### src/source/dma_ctrl_pkg.sv
// Shared sizes, register map and reset values of the DMA register block
// Host message word with its request and response views

package dma_ctrl_pkg;

    localparam int num_streams  = 4;
    localparam int chan_w       = 2;    // Stream index width
    localparam int frame_size_w = 16;
    localparam int reg_grp_w    = 4;    // Address bits inside one stream group

    typedef logic [19:0]             addr_t;
    typedef logic [frame_size_w-1:0] frame_size_t;

    localparam addr_t reg_base_addr = 20'h00000;

    // In-group register offsets
    localparam logic [reg_grp_w-1:0] reg_ctrl_status = 4'h0; // R status, W control
    localparam logic [reg_grp_w-1:0] reg_fsize       = 4'h4;
    localparam logic [reg_grp_w-1:0] reg_samp_cnt    = 4'h8; // W clears the count
    localparam logic [reg_grp_w-1:0] reg_pkt_cnt     = 4'hC; // W clears the count

    localparam frame_size_t default_fsize = 16'd32;

    // Route table window sits right above the stream block
    localparam int rtr_sid_w = 8;
    localparam int rtr_dst_w = 2;

    typedef logic [rtr_sid_w-1:0] sid_t;
    typedef logic [rtr_dst_w-1:0] dst_t;

    localparam addr_t rtr_base_addr = reg_base_addr + addr_t'(1 << rtr_sid_w);
    localparam addr_t rtr_addr_mask = 20'hFFFFF ^ addr_t'((1 << rtr_sid_w) - 1);

    typedef struct packed {
        logic        wr;        // Write request
        logic        rd;        // Read request
        logic        resp;      // Response flag
        logic [8:0]  pad;
        addr_t       addr;
        logic [31:0] payload;
    } dma_req_t;

    typedef struct packed {
        logic        wr;
        logic        rd;
        logic        resp;
        logic [28:0] pad;
        logic [31:0] data;      // Read data
    } dma_rsp_t;

    typedef union packed {
        dma_req_t req;
        dma_rsp_t rsp;
    } dma_msg_t;

endpackage
### src/source/dma_ctrl_top.sv
// Top level of the DMA register block
// Joins the register controller and the route table to the outside ports

module dma_ctrl_top (
    input  logic                   clk,
    input  logic                   reset,

    input  dma_ctrl_pkg::dma_msg_t regi_tdata,
    input  logic                   regi_tvalid,
    output logic                   regi_tready,
    output dma_ctrl_pkg::dma_msg_t rego_tdata,
    output logic                   rego_tvalid,
    input  logic                   rego_tready,

    output logic [dma_ctrl_pkg::num_streams-1:0]                      set_enabled,
    output logic [dma_ctrl_pkg::num_streams-1:0]                      set_clear,
    output dma_ctrl_pkg::frame_size_t [dma_ctrl_pkg::num_streams-1:0]  set_frame_size,
    output logic [dma_ctrl_pkg::num_streams-1:0][2:0]                 swap_lanes,

    input  logic [dma_ctrl_pkg::num_streams-1:0]                      packet_stb,
    input  logic [dma_ctrl_pkg::num_streams-1:0]                      sample_stb,
    input  logic [dma_ctrl_pkg::num_streams-1:0]                      stream_busy,
    input  logic [dma_ctrl_pkg::num_streams-1:0]                      stream_err,

    input  dma_ctrl_pkg::sid_t     rtr_sid,
    output dma_ctrl_pkg::dst_t     rtr_dst
);

    dma_ctrl u_ctrl (
        .clk            (clk),
        .reset          (reset),
        .regi_tdata     (regi_tdata),
        .regi_tvalid    (regi_tvalid),
        .regi_tready    (regi_tready),
        .rego_tdata     (rego_tdata),
        .rego_tvalid    (rego_tvalid),
        .rego_tready    (rego_tready),
        .set_enabled    (set_enabled),
        .set_clear      (set_clear),
        .set_frame_size (set_frame_size),
        .swap_lanes     (swap_lanes),
        .packet_stb     (packet_stb),
        .sample_stb     (sample_stb),
        .stream_busy    (stream_busy),
        .stream_err     (stream_err)
    );

    // Route table snoops the same request stream
    dma_route_table u_route (
        .clk         (clk),
        .reset       (reset),
        .regi_tdata  (regi_tdata),
        .regi_tvalid (regi_tvalid),
        .rtr_sid     (rtr_sid),
        .rtr_dst     (rtr_dst)
    );

endmodule

### src/source/dma_ctrl.sv
// Host message decode and per-stream write strobes for the DMA register block
// Holds the stream register array, the readback select and the valid/ready handshake

module dma_ctrl (
    input  logic                   clk,
    input  logic                   reset,

    // Host register port
    input  dma_ctrl_pkg::dma_msg_t regi_tdata,
    input  logic                   regi_tvalid,
    output logic                   regi_tready,
    output dma_ctrl_pkg::dma_msg_t rego_tdata,
    output logic                   rego_tvalid,
    input  logic                   rego_tready,

    // Stream settings
    output logic [dma_ctrl_pkg::num_streams-1:0]                            set_enabled,
    output logic [dma_ctrl_pkg::num_streams-1:0]                            set_clear,
    output dma_ctrl_pkg::frame_size_t [dma_ctrl_pkg::num_streams-1:0]        set_frame_size,
    output logic [dma_ctrl_pkg::num_streams-1:0][2:0]                       swap_lanes,

    // Stream events and state
    input  logic [dma_ctrl_pkg::num_streams-1:0]                            packet_stb,
    input  logic [dma_ctrl_pkg::num_streams-1:0]                            sample_stb,
    input  logic [dma_ctrl_pkg::num_streams-1:0]                            stream_busy,
    input  logic [dma_ctrl_pkg::num_streams-1:0]                            stream_err
);

    import dma_ctrl_pkg::*;

    addr_t                 addr;
    logic [31:0]           payload;
    logic                  wr_req;
    logic                  rd_req;
    logic                  in_block;        // Address hits the stream register block
    logic [chan_w-1:0]     chan;
    logic [reg_grp_w-1:0]  offset;
    logic                  offset_ok;
    logic [31:0]           rd_word [num_streams];

    // Request view of the incoming word
    assign addr    = regi_tdata.req.addr;
    assign payload = regi_tdata.req.payload;
    assign wr_req  = regi_tvalid && regi_tdata.req.wr;
    assign rd_req  = regi_tvalid && regi_tdata.req.rd;

    // Block is aligned, so the upper address bits must match the base
    assign in_block = addr[$bits(addr_t)-1:chan_w+reg_grp_w]
                   == reg_base_addr[$bits(addr_t)-1:chan_w+reg_grp_w];
    assign chan     = addr[chan_w+reg_grp_w-1:reg_grp_w];
    assign offset   = addr[reg_grp_w-1:0];

    assign offset_ok = (offset == reg_ctrl_status) || (offset == reg_fsize)
                    || (offset == reg_samp_cnt) || (offset == reg_pkt_cnt);

    for (genvar i = 0; i < num_streams; i++) begin : g_stream
        logic ch_wr;

        assign ch_wr = wr_req && in_block && (chan == chan_w'(i));

        dma_stream_regs u_regs (
            .clk            (clk),
            .reset          (reset),
            .wr_ctrl        (ch_wr && (offset == reg_ctrl_status)),
            .wr_fsize       (ch_wr && (offset == reg_fsize)),
            .clr_samp       (ch_wr && (offset == reg_samp_cnt)),
            .clr_pkt        (ch_wr && (offset == reg_pkt_cnt)),
            .wr_data        (payload),
            .rd_sel         (offset[3:2]),
            .packet_stb     (packet_stb[i]),
            .sample_stb     (sample_stb[i]),
            .stream_busy    (stream_busy[i]),
            .stream_err     (stream_err[i]),
            .set_enabled    (set_enabled[i]),
            .set_clear      (set_clear[i]),
            .set_frame_size (set_frame_size[i]),
            .swap_lanes     (swap_lanes[i]),
            .rd_data        (rd_word[i])
        );
    end

    // Response view of the outgoing word
    always_comb begin
        rego_tdata          = '0;
        rego_tdata.rsp.resp = 1'b1;
        if (in_block && offset_ok) begin
            rego_tdata.rsp.data = rd_word[chan];
        end else begin
            rego_tdata.rsp.data = '1;           // Unmapped reads return all ones
        end
    end

    // Reads answer in the same cycle, writes never wait
    assign rego_tvalid = rd_req;
    assign regi_tready = rego_tready || wr_req;

endmodule

### src/source/dma_route_table.sv
// Route table mapping a local stream id to a FIFO destination
// Written through its own address window on the host bus

module dma_route_table (
    input  logic                   clk,
    input  logic                   reset,

    // Incoming host requests, watched passively
    input  dma_ctrl_pkg::dma_msg_t regi_tdata,
    input  logic                   regi_tvalid,

    // Lookup port
    input  dma_ctrl_pkg::sid_t     rtr_sid,
    output dma_ctrl_pkg::dst_t     rtr_dst
);

    import dma_ctrl_pkg::*;

    dst_t  route_mem [1 << rtr_sid_w];  // One destination per stream id

    logic  in_window;
    logic  route_wr;
    sid_t  wr_idx;
    dst_t  wr_dst;

    // Address decode of the route window
    assign in_window = (regi_tdata.req.addr & rtr_addr_mask) == rtr_base_addr;
    assign route_wr  = regi_tvalid && regi_tdata.req.wr && in_window;

    assign wr_idx = regi_tdata.req.addr[rtr_sid_w-1:0];         // Low address bits pick the entry
    assign wr_dst = regi_tdata.req.payload[rtr_dst_w-1:0];

    // Table update
    always_ff @(posedge clk) begin
        if (reset) begin
            for (int k = 0; k < (1 << rtr_sid_w); k++) begin
                route_mem[k] <= '0;
            end
        end else if (route_wr) begin
            route_mem[wr_idx] <= wr_dst;
        end
    end

    // Lookup has no latency
    assign rtr_dst = route_mem[rtr_sid];

endmodule

### src/source/dma_stream_regs.sv
// Settings registers, sample and packet counters and readback word of one DMA stream

module dma_stream_regs (
    input  logic                      clk,
    input  logic                      reset,

    // Write strobes per register offset
    input  logic                      wr_ctrl,
    input  logic                      wr_fsize,
    input  logic                      clr_samp,
    input  logic                      clr_pkt,
    input  logic [31:0]               wr_data,
    input  logic [1:0]                rd_sel,

    // Stream side
    input  logic                      packet_stb,
    input  logic                      sample_stb,
    input  logic                      stream_busy,
    input  logic                      stream_err,

    output logic                      set_enabled,
    output logic                      set_clear,
    output dma_ctrl_pkg::frame_size_t set_frame_size,
    output logic [2:0]                swap_lanes,
    output logic [31:0]               rd_data
);

    import dma_ctrl_pkg::*;

    logic        buf_is_64;     // Software buffer width, 1 selects 64-bit
    logic [31:0] samp_count;
    logic [31:0] pkt_count;

    // Control and frame size settings
    always_ff @(posedge clk) begin
        if (reset) begin
            set_enabled    <= 1'b0;
            set_clear      <= 1'b0;
            buf_is_64      <= 1'b1;
            set_frame_size <= default_fsize;
        end else begin
            set_clear <= wr_ctrl && wr_data[0];     // Pulse lasts one cycle only
            if (wr_ctrl) begin
                set_enabled <= wr_data[1];
                buf_is_64   <= wr_data[4];          // Bits 5:4 hold the buffer size code
            end
            if (wr_fsize) begin
                set_frame_size <= wr_data[frame_size_w-1:0];
            end
        end
    end

    // Only the 32 and 64 bit modes remain, so one bit decides the swap
    assign swap_lanes = {~buf_is_64, 2'b00};

    // Sample counter, a clear write beats a strobe
    always_ff @(posedge clk) begin
        if (reset || clr_samp) begin
            samp_count <= '0;
        end else if (sample_stb) begin
            samp_count <= samp_count + 32'd1;
        end
    end

    // Packet counter
    always_ff @(posedge clk) begin
        if (reset || clr_pkt) begin
            pkt_count <= '0;
        end else if (packet_stb) begin
            pkt_count <= pkt_count + 32'd1;
        end
    end

    // Readback for the addressed offset
    always_comb begin
        case (rd_sel)
            2'd0:    rd_data = {30'h0, stream_busy, stream_err};
            2'd1:    rd_data = 32'(set_frame_size);
            2'd2:    rd_data = samp_count;
            default: rd_data = pkt_count;
        endcase
    end

endmodule

### config.mk
export PLATFORM = sky130hd
export DESIGN_NAME = dma_ctrl_top
export DESIGN_NICKNAME = d
export VERILOG_FILES = /design/src/source/dma_ctrl_pkg.sv /design/src/source/dma_ctrl_top.sv /design/src/source/dma_ctrl.sv /design/src/source/dma_route_table.sv /design/src/source/dma_stream_regs.sv
export SDC_FILE = /design/constraint.sdc
export NUM_CORES = 2
export LEC_CHECK = 0
export BUFFER_PORTS_ARGS = -buffer_cell sky130_fd_sc_hd__buf_2
export CORE_MARGIN = 10
export CORE_UTILIZATION = 45
export CTS_CLUSTER_DIAMETER = 60
export DETAILED_ROUTE_END_ITERATION = 8
export PLACE_DENSITY = 0.58
export SLEW_MARGIN = 20
export SYNTH_ARGS = -nofsm -noshare
export SYNTH_HDL_FRONTEND = slang
export SYNTH_SLANG_ARGS = --single-unit
### constraint.sdc
create_clock -name clk -period 2.8 [get_ports clk]
set_input_delay 0 -clock clk [delete_from_list [all_inputs] [get_ports clk]]
set_output_delay 0 -clock clk [all_outputs]
set_load 0.03 [all_outputs]
==> metrics <==
status=completed; Root Driver=clkbuf_16; Min Hold Slack=0.0477 ns; sequential fraction of the synthesis area=a little over half; worst vdd ir=471 uV; total negative slack=0 ns; core box area=about 90000 um^2; number of global-route vias before repair=a little over 30000; pwr/cell area=593 nW/um^2; Final GP Congestion=0.888; gr usage total=24.8%; clock edge transition at the registers on the reported setup and hold paths=0.06 ns; Chip Height=323 um; Ys Warns=0; Critical Path AT=about 2.8 ns; Inserted Clock Buffers=between 90 and 100; maxcap violations=0; max-slew violations=0; gr ovfl total=0; crit share post-route=between 90 and 100%; clock network latency to the later pin of the worst-skew pair=roughly 0.67 ns; RSZ-0062 raised after global routing=true; first-pass GRT wire length=195 mm; post-route minimum period=2.78 ns; Initial DRT Pass Iterations=6; CP max FO=1; IO Pins=244; DR iter-0 viols=about 3000; Post-Synthesis Cells=4012; CP max stage delay=0.46 ns; CP cell instances=mux4_2 -> a22o_1 -> nor4_2 -> a311oi_2 -> nor4b_4 -> nor3_2 -> buf_4; largest net degree at the start of global routing=171; total wire length=about 130 mm; DIE AREA=104000 um^2; main combinational cell family by area after synthesis=simple AND/OR/NAND/NOR gates; Hold Vio Cnt, Final=0; Residual DRC=0; endpoint class of the critical path=output port; ratio of cells with drive above 1 in the final layout=between 15 and 20%; dpl cell area=44100 um^2; FF+latch count, synth=844; slew at the pin closest to its max-slew limit=approximately 1.3 ns; Post-Synth XOR/XNOR Area=between 5 and 6%; total clock sinks=between 800 and 900; CP Class=register to output port; slowest cell on the critical path=mux4_2; FFs w/ async S/R, synth=0%; initial antenna violation count=2; design area=47700 um^2; Initial Utilization=45.3%; adder-cell share of the synthesized area=0.242%; simple-gate share of the synthesized area=17.8%; multiplexer share of the synthesized area=between 10% and 20%; DR vias/cell=5.76; Syn Area/Cell=10.3 um^2; Primary FF master, synth=edfxtp_1; CTS tree=done; post-synthesis to final-layout area growth=15.3%; Synth Area in Compound Gates=under 10%; Rel. slew slack=10.1%; clock skew=0.0181 ns; fmax=360 MHz; CP required=2.80 ns; worst hold path class=input pin to register; Final setup viols=0; Placement Rows=between 100 and 150; leakage=17.1 nW; FILL cells=8119; Tot Pwr=28.3 mW; DR vias=31300; DP HPWL=about 90 mm; number of flops mapped to enable cells by yosys=512; mapped cell area=41400 um^2; Port-buffer cells=between 150 and 200; DRT antenna net count=0; startpoint types=register; CTS Buffer Depth=3; Worst R2R Setup Slack=0.31 ns; H-tree level count=3; Placement Setup Slack=-0.0155 ns; fin nets=4264; setup slack after layout=0.0229 ns; Synth cell types=61; WL/cell=24.4 um; die width=323 um
## worst max-delay path, delay by kind of cell (launching register included)
kind / cells / cell delay (ns)
compound gates: 2 / 0.39
mux: 1 / 0.46
flops: 1 / 0.39
simple gates: 3 / 0.67
buf+inv: 1 / 0.18
## layout make-up
cell class | count | area [um^2] | share of cell area [%]
diodes | 1 | 2.50 | 0.00524
flip-flops and latches | 844 | 22000 | 46.2
well taps | 1186 | 1480 | 3.11
multi-input cells | 2814 | 17900 | 37.6
clock buffers | 135 | 2770 | 5.80
repair buffers | 386 | 3030 | 6.35
clock inverters | 43 | 395 | 0.829
inverters | 21 | 81.3 | 0.170
## report_power, final
| part | internal (mW) | switching (mW) |
|---|---|---|
| registers | 13.5 | 0.155 |
| clock network | 7.37 | 5.25 |
| logic | 0.737 | 1.25 |
| total | 21.6 | 6.65 |
## state kept, by name, summed over array words and instances (netlist names)
signal and count:
u_ctrl.g_stream.u_regs.set_frame_size 64, u_ctrl.g_stream.u_regs.set_enabled 4, u_ctrl.g_stream.u_regs.set_clear 4, u_ctrl.g_stream.u_regs.pkt_count 128, u_ctrl.g_stream.u_regs.buf_is_64 4, u_route.route_mem 512
u_ctrl.g_stream.u_regs.samp_count 128
## worst paths after layout
kind,from,to,cells after the start
max,u_route.route_mem[0][0],rtr_dst[0],7
min,regi_tdata[0],u_ctrl.g_stream[3].u_regs.set_frame_size[0],3
max reg2reg,u_ctrl.g_stream[1].u_regs.pkt_count[0],u_ctrl.g_stream[1].u_regs.pkt_count[28],7
min reg2reg,u_ctrl.g_stream[1].u_regs.set_frame_size[14],u_ctrl.g_stream[1].u_regs.set_frame_size[14],2
## stage by stage
| stage | instances | utilization (%) |
|---|---|---|
| after detailed placement | 5227 | 48.2 |
| after global placement | 5227 | 48.2 |
| after CTS | 5430 | 52.2 |
| after floorplan | 4050 | - |
| after global routing | 5429 | 52.2 |
| final | 5430 | 52.2 |
## cell usage in the layout (no fill, tap or decap), drive strengths merged, types with 27 or more instances in the layout
master  Yosys  routed
nor4       29      29
o21ai     104     104
clkbuf    220     135
mux4       89      89
buf       151     360
a21o      139     139
nand2     394     394
xor2      153     153
a221oi     32      32
mux2       53      53
xnor2      89      89
o22ai      66      66
a22oi      45      45
edfxtp    512     512
nand3      97      97
nand4      65      65
nor3       47      47
and3       45      45
nor2      857     857
mux2i     173     173
conb        2      40
a21oi     102     102
inv        20      27
dfxtp     332     332
## kinds of logic (layout without fill, tap and decap cells)
family          Yosys count  in the layout
other cells               2             41
fa+ha+maj                 8              8
flops                   844            844
buf+inv                 392            585
simple gates           1669           1669
mux                     315            315
xor+xnor                242            242
compound gates          540            540
## layer usage
layer / up-vias / GRT usage, % / wire length, um
met5: - / 0 / 13
met4: 2 / 9.02 / 4690
met1: 15400 / 31.8 / 53400
met2: 1282 / 41.6 / 64100
met3: 215 / 4.42 / 10300
li1: 14400 / - / -
## synthesized netlist by cell type (66+ instances only)
cell type	n	share of area, %
nor2_1	856	7.8
edfxtp_1	512	37
nand2_1	394	3.6
dfxtp_1	332	16
clkbuf_1	218	2.0
mux2i_1	173	4.2
xor2_1	153	3.2
a21o_1	139	2.5
o21ai_0	104	1.3
a21oi_1	102	1.2
nand3_1	93	1.1
mux4_2	89	4.8
xnor2_1	89	1.9
buf_2	71	0.86
o22ai_1	66	1.0
## repair_timing
action	in CTS	in global routing
hold buffers	26	0
buffers inserted	0	0
pin swaps	5	3
hold endpoints to repair	124	0
endpoints found under the setup margin	2	2
gates resized for setup	33	7
Note: power is estimated with default switching activity, not from simulation.
